File: config.mk
export PLATFORM = sky130hd
export DESIGN_NAME = game_rom_top
export DESIGN_NICKNAME = d
export VERILOG_FILES = /design/src/design/game_rom_pkg.sv /design/src/design/rom_dwnld.sv /design/src/design/rom_slot.sv /design/src/design/rom_arbiter.sv /design/src/design/game_rom_top.sv
export SDC_FILE = /design/constraint.sdc
export NUM_CORES = 1
export LEC_CHECK = 0
export BUFFER_PORTS_ARGS = -buffer_cell sky130_fd_sc_hd__clkbuf_2
export CAP_MARGIN = 20
export CORE_MARGIN = 2
export CORE_UTILIZATION = 55
export DETAILED_ROUTE_END_ITERATION = 8
export GPL_TIMING_DRIVEN = 1
export MAX_ROUTING_LAYER = met4
export PLACE_DENSITY = 0.84
export SLEW_MARGIN = 20
export SYNTH_ARGS = -nofsm -noshare
export SYNTH_HDL_FRONTEND = slang
export SYNTH_SLANG_ARGS = --single-unit
File: constraint.sdc
create_clock -name clk -period 5.9 [get_ports clk]
set_input_delay 0.295 -clock clk [delete_from_list [all_inputs] [get_ports clk]]
set_output_delay 0.295 -clock clk [all_outputs]
set_load 0.02 [all_outputs]
File: src/design/game_rom_pkg.sv
// Shared constants and types for the game ROM path.
// Download and fetch logic refer to these by scoped names.
// Region offsets are byte offsets inside the loaded ROM image.

package game_rom_pkg;

    // SDRAM port
    localparam int SDRAM_AW = 22;

    // One SDRAM data word, two byte lanes
    typedef logic [15:0] sdram_word_t;

    // Loader byte stream
    localparam int IOCTL_AW = 25;

    // Image layout
    //   0x00000  main CPU code
    //   SCR      scroll tiles, 32-bit fetches
    //   OBJ      object tiles, 32-bit fetches
    //   PCM      end of the graphics data
    //   PROM     colour PROMs, kept out of SDRAM
    localparam logic [SDRAM_AW-1:0] SCR_START = 22'h0_8000;
    localparam logic [SDRAM_AW-1:0] OBJ_START = 22'h1_0000;
    localparam logic [SDRAM_AW-1:0] PCM_START = 22'h1_8000;

    // PROM region starts where the graphics end in this layout
    localparam logic [IOCTL_AW-1:0] PROM_START = 25'h1_8000;

    // PROM write port, 2 kB of colour data
    localparam int PROM_AW = 11;

endpackage

File: src/design/rom_dwnld.sv
// ROM download unit. Turns loader bytes into SDRAM word writes,
// reorders the graphics address bits for the video fetch layout,
// sends colour-PROM bytes to the PROM port and keeps the board flag.
`timescale 1ns/1ps

module rom_dwnld #(
    parameter logic [game_rom_pkg::SDRAM_AW-1:0] SCR_START  = game_rom_pkg::SCR_START,
    parameter logic [game_rom_pkg::SDRAM_AW-1:0] OBJ_START  = game_rom_pkg::OBJ_START,
    parameter logic [game_rom_pkg::SDRAM_AW-1:0] PCM_START  = game_rom_pkg::PCM_START,
    parameter logic [game_rom_pkg::IOCTL_AW-1:0] PROM_START = game_rom_pkg::PROM_START
) (
    input  logic                                clk,
    input  logic                                rst_n,
    // Loader byte stream
    input  logic                                downloading,
    input  logic [game_rom_pkg::IOCTL_AW-1:0]   ioctl_addr,
    input  logic [7:0]                          ioctl_dout,
    input  logic                                ioctl_wr,
    // SDRAM programming
    output logic [game_rom_pkg::SDRAM_AW-1:0]   prog_addr,
    output game_rom_pkg::sdram_word_t           prog_data,
    output logic [1:0]                          prog_mask,
    output logic                                prog_we,
    // Colour PROM programming
    output logic [game_rom_pkg::PROM_AW-1:0]    prom_addr,
    output logic [7:0]                          prom_data,
    output logic                                prom_we,
    // Board variant
    output logic                                alt_map
);

    localparam int SAW = game_rom_pkg::SDRAM_AW;
    localparam int IAW = game_rom_pkg::IOCTL_AW;

    // Byte that selects the alternative graphics mapping
    localparam logic [IAW-1:0] FLAG_ADDR = PROM_START + 25'd1;

    logic [SAW-1:0] byte_addr;
    logic [SAW-1:0] word_addr;
    logic [SAW-1:0] swz_addr;
    logic [IAW-1:0] prom_offset;
    logic           is_scr;
    logic           is_obj;
    logic           is_prom;
    logic           wr_en;

    assign wr_en = ioctl_wr & downloading;

    // Region decode on the byte address
    assign byte_addr = ioctl_addr[SAW-1:0];
    assign is_scr    = (byte_addr >= SCR_START) && (byte_addr < OBJ_START);
    assign is_obj    = (byte_addr >= OBJ_START) && (byte_addr < PCM_START);
    assign is_prom   = ioctl_addr >= PROM_START;

    // Two bytes share one SDRAM word
    assign word_addr   = ioctl_addr[SAW:1];
    assign prom_offset = ioctl_addr - PROM_START;

    // Tile rows are interleaved so that one burst holds a whole row
    always_comb begin
        swz_addr = word_addr;
        if (is_scr) begin
            swz_addr[3:0] = {word_addr[2:0], ~word_addr[3]};
        end else if (is_obj) begin
            swz_addr[4:0] = {word_addr[2:0], ~word_addr[4], ~word_addr[3]};
        end
    end

    // Write strobes and the variant flag
    always_ff @(posedge clk or negedge rst_n) begin
        if (!rst_n) begin
            prog_we <= 1'b0;
            prom_we <= 1'b0;
            alt_map <= 1'b0;
        end else begin
            prog_we <= wr_en & ~is_prom;
            prom_we <= wr_en & is_prom;
            if (wr_en && ioctl_addr == FLAG_ADDR) begin
                alt_map <= &ioctl_dout;
            end
        end
    end

    // Write payload, valid alongside the strobes
    always_ff @(posedge clk) begin
        if (wr_en) begin
            prog_addr <= swz_addr;
            prog_data <= {2{ioctl_dout}};
            // Active low, even bytes land in the upper lane
            prog_mask <= ioctl_addr[0] ? 2'b10 : 2'b01;
            prom_addr <= prom_offset[game_rom_pkg::PROM_AW-1:0];
            prom_data <= ioctl_dout;
        end
    end

endmodule

File: src/design/rom_slot.sv
// Single ROM fetch slot with a one-entry cache.
// A miss issues one SDRAM request and assembles the returned beats,
// upper word first. An 8-bit payload keeps the whole word and picks a byte.
`timescale 1ns/1ps

module rom_slot #(
    parameter type payload_t = logic [31:0],
    parameter int AW = 13,
    parameter logic [game_rom_pkg::SDRAM_AW-1:0] OFFSET = '0
) (
    input  logic                                clk,
    input  logic                                rst_n,
    // Client side
    input  logic                                cs,
    input  logic [AW-1:0]                       addr,
    output payload_t                            dout,
    output logic                                ok,
    // Request to the arbiter
    output logic                                req_valid,
    output logic [game_rom_pkg::SDRAM_AW-1:0]   req_addr,
    input  logic                                req_ready,
    // Returned beats
    input  logic                                beat_valid,
    input  game_rom_pkg::sdram_word_t           beat_data,
    input  logic                                beat_last
);

    localparam int SAW   = game_rom_pkg::SDRAM_AW;
    localparam int DW    = $bits(payload_t);
    localparam int NBEAT = (DW > 16) ? DW / 16 : 1;
    localparam int BUF_W = NBEAT * 16;
    localparam int CW    = $clog2(NBEAT + 1);

    logic [AW-1:0]    cur_tag;
    logic [AW-1:0]    tag_q;
    logic [AW-1:0]    pend_tag;
    logic             tag_valid;
    logic             wait_q;
    logic [BUF_W-1:0] buf_q;
    logic [CW-1:0]    beat_cnt;
    logic [SAW-1:0]   word_addr;
    logic             hit;
    logic             start;
    logic             take;
    logic             done;

    // Byte slots cache a whole word, so the tag drops the lane bit
    assign cur_tag   = (DW <= 8) ? (addr >> 1) : addr;
    assign word_addr = OFFSET + SAW'(cur_tag * NBEAT);

    assign hit = tag_valid && (tag_q == cur_tag);
    assign ok  = cs && hit;

    assign start = !req_valid && !wait_q && cs && !hit;
    // Extra beats of a longer burst are dropped
    assign take  = wait_q && beat_valid && (beat_cnt < NBEAT);
    assign done  = wait_q && beat_valid && beat_last;

    always_ff @(posedge clk or negedge rst_n) begin
        if (!rst_n) begin
            req_valid <= 1'b0;
            wait_q    <= 1'b0;
            tag_valid <= 1'b0;
            beat_cnt  <= '0;
        end else begin
            if (start) begin
                req_valid <= 1'b1;
                tag_valid <= 1'b0;
                beat_cnt  <= '0;
            end
            if (req_valid && req_ready) begin
                req_valid <= 1'b0;
                wait_q    <= 1'b1;
            end
            if (take) begin
                beat_cnt <= CW'(beat_cnt + 1'b1);
            end
            if (done) begin
                wait_q    <= 1'b0;
                tag_valid <= 1'b1;
            end
        end
    end

    always_ff @(posedge clk) begin
        if (start) begin
            req_addr <= word_addr;
            pend_tag <= cur_tag;
        end
        if (take) begin
            buf_q <= BUF_W'({buf_q, beat_data});
        end
        if (done) begin
            tag_q <= pend_tag;
        end
    end

    generate
        if (DW <= 8) begin : g_byte
            // Even byte sits in the upper lane
            assign dout = payload_t'(addr[0] ? buf_q[7:0] : buf_q[15:8]);
        end else begin : g_word
            assign dout = payload_t'(buf_q[DW-1:0]);
        end
    endgenerate

endmodule

File: src/design/rom_arbiter.sv
// Fixed-priority arbiter in front of the shared SDRAM read port.
// Slot 0 has the highest priority. One transaction is in flight at a time
// and the returned beats are steered to the slot that owns it.
`timescale 1ns/1ps

module rom_arbiter #(
    parameter int NSLOT = 3
) (
    input  logic                                            clk,
    input  logic                                            rst_n,
    input  logic                                            downloading,
    // Slot requests
    input  logic [NSLOT-1:0]                                req_valid,
    input  logic [NSLOT-1:0][game_rom_pkg::SDRAM_AW-1:0]    req_addr,
    output logic [NSLOT-1:0]                                req_ready,
    // Beats back to the slots
    output logic [NSLOT-1:0]                                beat_valid,
    output game_rom_pkg::sdram_word_t                       beat_data,
    output logic                                            beat_last,
    // SDRAM port
    output logic                                            sdram_req,
    output logic [game_rom_pkg::SDRAM_AW-1:0]               sdram_addr,
    input  logic                                            sdram_ack,
    input  game_rom_pkg::sdram_word_t                       data_read,
    input  logic                                            data_dst,
    input  logic                                            data_rdy
);

    localparam int SAW = game_rom_pkg::SDRAM_AW;

    logic             busy;
    logic [NSLOT-1:0] owner;
    logic [NSLOT-1:0] pick;
    logic [SAW-1:0]   sel_addr;
    logic             grant_en;
    logic             launch;

    // Lowest requesting index wins
    always_comb begin
        pick = '0;
        for (int i = 0; i < NSLOT; i++) begin
            if (req_valid[i] && pick == '0) begin
                pick[i] = 1'b1;
            end
        end
    end

    always_comb begin
        sel_addr = '0;
        for (int i = 0; i < NSLOT; i++) begin
            if (pick[i]) begin
                sel_addr = req_addr[i];
            end
        end
    end

    // The SDRAM belongs to the loader while downloading
    assign grant_en  = !busy && !downloading;
    assign launch    = grant_en && (pick != '0);
    assign req_ready = {NSLOT{grant_en}} & pick;

    // Beats only count once the request has been acknowledged
    assign beat_valid = {NSLOT{busy & ~sdram_req & data_dst}} & owner;
    assign beat_data  = data_read;
    assign beat_last  = data_rdy;

    always_ff @(posedge clk or negedge rst_n) begin
        if (!rst_n) begin
            busy      <= 1'b0;
            sdram_req <= 1'b0;
            owner     <= '0;
        end else if (launch) begin
            busy      <= 1'b1;
            sdram_req <= 1'b1;
            owner     <= pick;
        end else if (busy) begin
            if (sdram_req && sdram_ack) begin
                sdram_req <= 1'b0;
            end
            if (!sdram_req && data_rdy) begin
                busy  <= 1'b0;
                owner <= '0;
            end
        end
    end

    // Address stays put until the next grant
    always_ff @(posedge clk) begin
        if (launch) begin
            sdram_addr <= sel_addr;
        end
    end

endmodule

File: src/design/game_rom_top.sv
// ROM path of the game core. Download unit on the loader side, three
// cached fetch slots (scroll, object, main CPU) sharing one SDRAM port.
`timescale 1ns/1ps

module game_rom_top #(
    parameter logic [game_rom_pkg::SDRAM_AW-1:0] SCR_START  = game_rom_pkg::SCR_START,
    parameter logic [game_rom_pkg::SDRAM_AW-1:0] OBJ_START  = game_rom_pkg::OBJ_START,
    parameter logic [game_rom_pkg::SDRAM_AW-1:0] PCM_START  = game_rom_pkg::PCM_START,
    parameter logic [game_rom_pkg::IOCTL_AW-1:0] PROM_START = game_rom_pkg::PROM_START,
    parameter int SCR_AW  = 13,
    parameter int OBJ_AW  = 13,
    parameter int MAIN_AW = 15
) (
    input  logic                                clk,
    input  logic                                rst_n,
    // Loader
    input  logic                                downloading,
    input  logic [game_rom_pkg::IOCTL_AW-1:0]   ioctl_addr,
    input  logic [7:0]                          ioctl_dout,
    input  logic                                ioctl_wr,
    // SDRAM programming
    output logic [game_rom_pkg::SDRAM_AW-1:0]   prog_addr,
    output game_rom_pkg::sdram_word_t           prog_data,
    output logic [1:0]                          prog_mask,
    output logic                                prog_we,
    // Colour PROMs
    output logic [game_rom_pkg::PROM_AW-1:0]    prom_addr,
    output logic [7:0]                          prom_data,
    output logic                                prom_we,
    // SDRAM read port
    output logic                                sdram_req,
    output logic [game_rom_pkg::SDRAM_AW-1:0]   sdram_addr,
    input  logic                                sdram_ack,
    input  game_rom_pkg::sdram_word_t           data_read,
    input  logic                                data_dst,
    input  logic                                data_rdy,
    // Scroll tiles
    input  logic                                scr_cs,
    input  logic [SCR_AW-1:0]                   scr_addr,
    output logic [31:0]                         scr_data,
    output logic                                scr_ok,
    // Object tiles
    input  logic                                obj_cs,
    input  logic [OBJ_AW-1:0]                   obj_addr,
    output logic [31:0]                         obj_data,
    output logic                                obj_ok,
    // Main CPU
    input  logic                                main_cs,
    input  logic [MAIN_AW-1:0]                  main_addr,
    output logic [7:0]                          main_data,
    output logic                                main_ok,
    output logic                                alt_map
);

    localparam int SAW = game_rom_pkg::SDRAM_AW;

    // Index is the arbiter priority, 0 first
    logic [2:0]          req_valid;
    logic [2:0][SAW-1:0] req_addr;
    logic [2:0]          req_ready;
    logic [2:0]          beat_valid;
    game_rom_pkg::sdram_word_t beat_data;
    logic                beat_last;

    rom_dwnld #(
        .SCR_START  (SCR_START),
        .OBJ_START  (OBJ_START),
        .PCM_START  (PCM_START),
        .PROM_START (PROM_START)
    ) u_dwnld (
        .clk (clk), .rst_n (rst_n), .downloading (downloading),
        .ioctl_addr (ioctl_addr), .ioctl_dout (ioctl_dout), .ioctl_wr (ioctl_wr),
        .prog_addr (prog_addr), .prog_data (prog_data),
        .prog_mask (prog_mask), .prog_we (prog_we),
        .prom_addr (prom_addr), .prom_data (prom_data), .prom_we (prom_we),
        .alt_map (alt_map)
    );

    // Slot offsets are in SDRAM words
    rom_slot #(.payload_t(logic [31:0]), .AW(SCR_AW), .OFFSET(SCR_START >> 1)) u_scr (
        .clk (clk), .rst_n (rst_n),
        .cs (scr_cs), .addr (scr_addr), .dout (scr_data), .ok (scr_ok),
        .req_valid (req_valid[0]), .req_addr (req_addr[0]), .req_ready (req_ready[0]),
        .beat_valid (beat_valid[0]), .beat_data (beat_data), .beat_last (beat_last)
    );

    rom_slot #(.payload_t(logic [31:0]), .AW(OBJ_AW), .OFFSET(OBJ_START >> 1)) u_obj (
        .clk (clk), .rst_n (rst_n),
        .cs (obj_cs), .addr (obj_addr), .dout (obj_data), .ok (obj_ok),
        .req_valid (req_valid[1]), .req_addr (req_addr[1]), .req_ready (req_ready[1]),
        .beat_valid (beat_valid[1]), .beat_data (beat_data), .beat_last (beat_last)
    );

    // Main CPU code starts at the bottom of the image
    rom_slot #(.payload_t(logic [7:0]), .AW(MAIN_AW), .OFFSET('0)) u_main (
        .clk (clk), .rst_n (rst_n),
        .cs (main_cs), .addr (main_addr), .dout (main_data), .ok (main_ok),
        .req_valid (req_valid[2]), .req_addr (req_addr[2]), .req_ready (req_ready[2]),
        .beat_valid (beat_valid[2]), .beat_data (beat_data), .beat_last (beat_last)
    );

    rom_arbiter #(.NSLOT(3)) u_arb (
        .clk (clk), .rst_n (rst_n), .downloading (downloading),
        .req_valid (req_valid), .req_addr (req_addr), .req_ready (req_ready),
        .beat_valid (beat_valid), .beat_data (beat_data), .beat_last (beat_last),
        .sdram_req (sdram_req), .sdram_addr (sdram_addr), .sdram_ack (sdram_ack),
        .data_read (data_read), .data_dst (data_dst), .data_rdy (data_rdy)
    );

endmodule

==> results of run 1 <==
[registers in the layout, indices dropped and copies added, names as in the netlist, 2 cells and up]
register / count
u_arb.owner: 3
u_arb.sdram_addr: 16
u_dwnld.prog_addr: 18
u_dwnld.prom_addr: 10
u_dwnld.prom_data: 7
u_main.buf_q: 16
u_main.req_addr: 14
u_main.tag_q: 14
u_obj.beat_cnt: 2
u_obj.dout: 32
u_obj.pend_tag: 13
u_obj.tag_q: 13
u_scr.beat_cnt: 2
u_scr.dout: 32
u_scr.req_addr: 13
u_scr.tag_q: 13
[critical path: stages]
cell and delay [ps]:
dlygate4sd3_1 550, clkbuf_2 120, xnor2_1 220, nand4_1 110
nor4_1 700, and2_1 240, clkbuf_2 170
[Yosys cell counts (3+ instances only)]
library cell	n	area, sq um
edfxtp_1	213	6396
xnor2_1	42	367.9
buf_4	28	210.2
nand2_1	27	101.4
dfrtp_1	22	550.5
nand4_1	21	131.4
nor2_1	21	78.83
a22oi_1	15	112.6
o21ai_1	15	75.07
clkbuf_1	9	33.78
mux2_1	9	101.4
a21oi_1	7	35.03
and2_1	7	43.79
inv_1	7	26.28
nor3_1	6	30.03
a31oi_1	5	31.28
nor4_1	5	31.28
a21o_1	4	30.03
and3_1	4	25.02
nand2b_1	3	18.77
nand3_1	3	15.01
nor2b_1	3	18.77
o21ai_0	3	15.01
or4_1	3	22.52
[layout by cell type, fill, tap and decap left out, types with 9 or more instances in the layout]
| cell | n |
|---|---|
| dlygate4sd3_1 | 35 |
| clkbuf_2 | 253 |
| edfxtp_1 | 213 |
| o21ai_1 | 15 |
| a22oi_1 | 15 |
| nor2_1 | 18 |
| clkbuf_16 | 23 |
| nand4_1 | 21 |
| dfrtp_1 | 22 |
| mux2_1 | 9 |
| nand2_1 | 27 |
| xnor2_1 | 42 |
[area by class of cell]
cell class,count,area share
timing repair buffer,294,0.1483
sequential,235,0.6200
antenna,1,0.0002233
clock inverter,8,0.007929
clock buffer,32,0.05528
tap,216,0.02412
multi-input combinational,235,0.1412
inverter,9,0.003015
[path summary, 6_finish.rpt]
path / end / cells past startpoint
worst max register to register: u_arb.sdram_addr[8] / 3
worst min-delay path: u_scr.req_addr[6] / 1
worst min register to register: u_obj.dout[16] / 0
min in group asynchronous: u_scr.tag_valid / 2
worst max-delay path: scr_ok / 7
max in group asynchronous: u_dwnld.prom_we / 2
[report_power, final]
part / switching [uW] / internal, uW
clock network: 573 / 818
registers: 136 / 2020
logic: 405 / 221
total: 1110 / 3060
[repair_timing]
action | CTS | global route
buffers inserted | 0 | 0
hold buffers | 25 | 10
endpoints found under the hold margin | 48 | 10
[metrics by stage]
step,utilization,power [uW]
detailed placement,0.6427,2781
floorplan,-,2541
CTS,0.7035,4183
global route,0.7105,4338
global placement,0.6427,2743
finish,0.7105,4174
[routing by layer]
metal | vias to the layer above | track usage
met5 | - | -
met4 | 0 | 0.05257
met3 | 35 | 0.04967
met2 | 295 | 0.3822
met1 | 2732 | 0.3063
li1 | 2506 | -
[logic make-up after synthesis]
| group | after synthesis |
|---|---|
| DFF | 235 |
| and+or+nand+nor | 114 |
| AOI/OAI and AO/OA | 62 |
| buffers and inverters | 49 |
| xor gates and xnor gates | 43 |
| muxes | 10 |
| other | 1 |
==> metrics.txt, run 1 <==
result of the run=finished, final reports clean; Slew @ Worst Pin=927.5 ps; Die Span Y=130.4 microns; placed cells=954; Mapped Area=8788 sq um; CTS max path bufs=3; Hold Crit Class=in -> reg; count of pins over their slew limit=0; DP HPWL=13880 microns; final setup margin=3202 ps; relative slew slack=0.3793; mux cell area share after synthesis=0.01324; Setup-failing EPs final=0; RSZ-0062 raised after global routing=no; CTS tree=built; EDFF count, synth=213; share of layout cells above drive strength 1=0.3764; CP endpoint kind=output port; Setup Skew=12.23 ps; CTS H-tree depth=1; WP data arrival=2400 ps; area grow syn2layout=27.49%; met3 WL=1530 microns; post-route cell area=11200 sq um; main combinational cell family by area after synthesis=simple AND/OR/NAND/NOR gates; CP max FO=3; DRC Markers=0; GRT overflow=0; Final Wtd Congestion=0.9086; Global Route Usage Sum=0.2332; hold slack final=7.677 ps; Seq cells post-synth=235; Via Count=5568; leakage=0.004308 uW; drt via density=5.406; Synth Area in Compound Gates=0.04627; Root Driver=clkbuf_16; fin crit share=0.4573; top routing layer in use=met4; crit start category=input pin; fillers=1032; wire per inst=19.49 microns; CP Data Required Time=5610 ps; CP startpoint=scr_addr[4]; multi-input logic area=1582 sq um; Final #Nets=898; Max Freq=370.6 MHz; row cnt=46; ys flop type=edfxtp_1; DR WL met2=10250 microns; max-cap violations=0; Die W=130.4 microns; Hold Vio Cnt, Final=0; FF-to-FF setup slack=3730 ps; Synthesis Warnings=0; hold path startpoint=scr_addr[5]; Detailed Route WL=20070 microns; first drt pass iteration count=5; average size of a mapped cell=17.10 sq um; first-pass GRT wire length=29430 microns; clock slew at reported path FFs=60 ps; register area share after synthesis=0.7904; power per standard cell area=372.6 nW/um^2; Sequential Area=6947 sq um; Post-CTS Resized=0; vias in the first global route=5574; simple-gate portion of the synthesized area=0.07275; Synth Instances=514; total die area=17010 sq um; Crit Path Category=in -> out; initial DRC count=559; CTS Buf Count=23; clk_lat worst skew=490 ps; Initial Utilization=0.5573; dpl cell area=10140 sq um; Unique masters post-synth=50; core box area=15770 sq um; Fin Setup TNS=0 ps; RR Startpoint=u_obj.req_valid; CTS sink cnt=235; pin count of the biggest net entering global routing=35; non-filler cells, final=1030; number of port buffers=253; initial antenna violation count=1; adder-cell share of the synthesized area=0; ANT nets after route=0; Final min period=2698 ps; num ports=260; Synth Area in XOR/XNOR=0.04285; worst IR drop on VDD=0.3067 mV; Async S/R FF share, synth=0.09362; pre-CTS WS=3637 ps; wl on met1=7872 microns
Power figures use the tool's default switching activity.
==> run 2: changes to the inputs <==
--- a/config.mk
+++ b/config.mk
@@ -5,14 +5,15 @@
 export SDC_FILE = /design/constraint.sdc
 export NUM_CORES = 1
 export LEC_CHECK = 0
+export ABC_AREA = 1
 export BUFFER_PORTS_ARGS = -buffer_cell sky130_fd_sc_hd__clkbuf_2
 export CAP_MARGIN = 20
 export CORE_MARGIN = 2
-export CORE_UTILIZATION = 55
+export CORE_UTILIZATION = 47
 export DETAILED_ROUTE_END_ITERATION = 8
 export GPL_TIMING_DRIVEN = 1
 export MAX_ROUTING_LAYER = met4
-export PLACE_DENSITY = 0.84
+export PLACE_DENSITY = 0.76
 export SLEW_MARGIN = 20
 export SYNTH_ARGS = -nofsm -noshare
 export SYNTH_HDL_FRONTEND = slang
==> constraint.sdc (replaced) <==
create_clock -name clk -period 2.45 [get_ports clk]
set_input_delay 0.1225 -clock clk [delete_from_list [all_inputs] [get_ports clk]]
set_output_delay 0.1225 -clock clk [all_outputs]
set_load 0.02 [all_outputs]
==> metrics.txt, run 2 <==
multi-input logic area=1567 sq um (-0.95%); average size of a mapped cell=12.77 sq um (-25%); fillers=1417 (+37%); drt via density=4.758 (-12%); wl on met1=8828 microns (+12%); leakage=0.005436 uW (+26%); Final Wtd Congestion=0.9065 (-0.23%); wire per inst=16.91 microns (-13%); Seq cells post-synth=235 (unchanged); Async S/R FF share, synth=0.09362 (unchanged); Setup-failing EPs final=0 (unchanged); ys flop type=edfxtp_1; CP max FO=3 (unchanged); initial antenna violation count=0 (-1); Hold Crit Class=in -> reg; met3 WL=1635 microns (+6.9%); CTS Buf Count=26 (+13%); CP bufs+invs=2 (-1); delay-heaviest family, CP=simple AND/OR/NAND/NOR gates; Final min period=1947 ps; Hold Vio Cnt, Final=0 (unchanged); result of the run=finished, final reports clean; top cell type's share of synthesized area=0.6998 (-0.02800); row cnt=51 (+11%); num ports=260 (unchanged); Synth Instances=716 (+39%); adder-cell share of the synthesized area=0 (unchanged); DRC Markers=0 (unchanged); CTS H-tree depth=1 (unchanged); relative slew slack=0.4900 (+0.1107); most numerous cell in the Yosys netlist=edfxtp_1; WP data arrival=1820 ps (-580 ps); worst IR drop on VDD=0.5177 mV (+69%); Sequential Area=6947 sq um (unchanged); total setup buffers inserted after CTS=0 (unchanged); simple-gate portion of the synthesized area=0.1415 (+0.06880); clk_lat worst skew=520 ps (+30 ps); Synth Area in XOR/XNOR=0.002875 (-0.03998); Area contributors post-synth=edfxtp_1 70%, nand2_1 7.9%, dfrtp_1 6.0%; GRT overflow=0 (unchanged); clock slew at reported path FFs=60 ps (about the same); CTS max path bufs=3 (unchanged); Max Freq=513.7 MHz; Fin Setup TNS=0 ps (unchanged); Slew @ Worst Pin=764.1 ps (-163.4 ps); core box area=19270 sq um (+22%); area grow syn2layout=35.59%; ant diodes=0 (-1); Die Span Y=143.5 microns (+10%); first drt pass iteration count=5 (unchanged); most frequent cells in the layout=253 x clkbuf_2, 213 x edfxtp_1, 192 x nand2_1; RSZ-0062 raised after global routing=no; Via Count=6442 (+16%); EDFF count, synth=213 (unchanged); mux cell area share after synthesis=0.009856 (-0.003384); vias in the first global route=6697 (+20%); main combinational cell family by area after synthesis=simple AND/OR/NAND/NOR gates; fin crit share=0.7945; Crit Path Category=reg -> out; Final #Nets=1169 (+30%); worst-path cell chain=inv_1 > o21ai_0 > nor4_1 > nand2_1 > nor2_1 > clkbuf_2; CTS tree=built; Die W=143.5 microns (+10%); register area share after synthesis=0.7600 (-0.03041); Detailed Route WL=22900 microns (+14%); synth cell count leaders=213 x edfxtp_1, 192 x nand2_1, 105 x inv_1, 55 x nor2_1, 29 x buf_4; CP Data Required Time=2330 ps (-3280 ps); Initial Utilization=0.4743 (-0.08299); Global Route Usage Sum=0.2255 (-0.007685); max-cap violations=0 (unchanged); DP HPWL=15210 microns (+9.6%); number of port buffers=253 (unchanged); pin count of the biggest net entering global routing=35 (unchanged); Setup Skew=16.86 ps (+4.627 ps); Root Driver=clkbuf_16; initial DRC count=373 (-33%); Slowest cell on crit path=edfxtp_1; CTS sink cnt=235 (unchanged); commonest non-fill, non-tap cell in the layout=clkbuf_2; total die area=20580 sq um (+21%); CP endpoint kind=output port; ANT nets after route=0 (unchanged); count of pins over their slew limit=0 (unchanged); Synth Area in Compound Gates=0.01465 (-0.03162); Unique masters post-synth=29 (-42%); DR WL met2=11940 microns (+16%); first-pass GRT wire length=34660 microns (+18%); non-filler cells, final=1354 (+31%); max incr delay on CP=430 ps (-270 ps); placed cells=1212 (+27%); share of layout cells above drive strength 1=0.3085 (-0.06784); crit start category=register; Synthesis Warnings=0 (unchanged); hold slack final=32.94 ps (+25.27 ps); top routing layer in use=met4; largest area contributor in the netlist=edfxtp_1; Mapped Area=9140 sq um (+4.0%); power per standard cell area=860.5 nW/um^2 (+130%)
-- run 2: cell types whose count changed in the layout (fill, tap and decap cells not counted), moves of 22 or more --
| cell | before | now |
|---|---|---|
| dlygate4sd3_1 | 35 | 94 |
| xnor2_1 | 42 | 3 |
| inv_1 | 7 | 105 |
| nand3_1 | 3 | 25 |
| nor2_1 | 18 | 55 |
| nand2_1 | 27 | 192 |
-- run 2: power by group --
group,total [uW],switching [uW],internal [uW]
Sequential,5170,273,4900
Combinational,1640,1080,554
Clock,3860,1520,2330
-- run 2: cell type report --
cell class / instances / area share
multi-input cells: 344 / 0.1264
clock buffers: 39 / 0.06381
repair buffers: 354 / 0.1833
clock inverters: 9 / 0.006461
well taps: 265 / 0.02675
flip-flops and latches: 235 / 0.5605
inverters: 108 / 0.03271
-- run 2: per-layer routing --
layer	track usage	up-vias
li1	-	3051
met1	0.2726	3071
met2	0.3995	281
met3	0.03932	39
met4	0.04799	0
met5	-	-
-- run 2: worst paths after layout --
kind / cells after the start / start / end / slack (ps)
worst max-delay path: 6 / u_obj.tag_q[2] / obj_ok / 500
worst min-delay path: 4 / downloading / u_arb.owner[1] / 30
worst max register to register: 9 / u_main.tag_q[4] / u_main.req_addr[9] / 630
worst min register to register: 0 / u_obj.dout[5] / u_obj.dout[21] / 450
max in group asynchronous: 2 / rst_n / u_arb.busy / 1880
min in group asynchronous: 2 / rst_n / u_dwnld.prog_we / 160
-- run 2: cells by family after synthesis --
kind of cell | Yosys count
muxes | 8
xor gates and xnor gates | 3
AOI/OAI and AO/OA | 22
DFF | 235
and+or+nand+nor | 305
buffers and inverters | 142
other | 1
-- run 2: what timing repair did --
item / CTS / global route
hold buffers: 94 / 0
endpoints found under the hold margin: 148 / 0
resized for setup: 0 / 0
-- run 2: worst min-delay path: stages --
cell      delay (ps)
clkbuf_2         140
nor2_1            90
nand2_1           90
nand2_1           60
-- run 2: through the flow --
step | total power, uW | util | worst slack, ps | instance area, sq um
after CTS | 10690 | 0.6431 | 484.7 | 12390
after floorplan | 6170 | - | 557.4 | 9159
final | 10660 | 0.6431 | 503.4 | 12390
after global routing | 11090 | 0.6431 | 339.2 | 12390
after global placement | 6692 | 0.5491 | 644.5 | 10580
after detailed placement | 6747 | 0.5491 | 587.8 | 10580
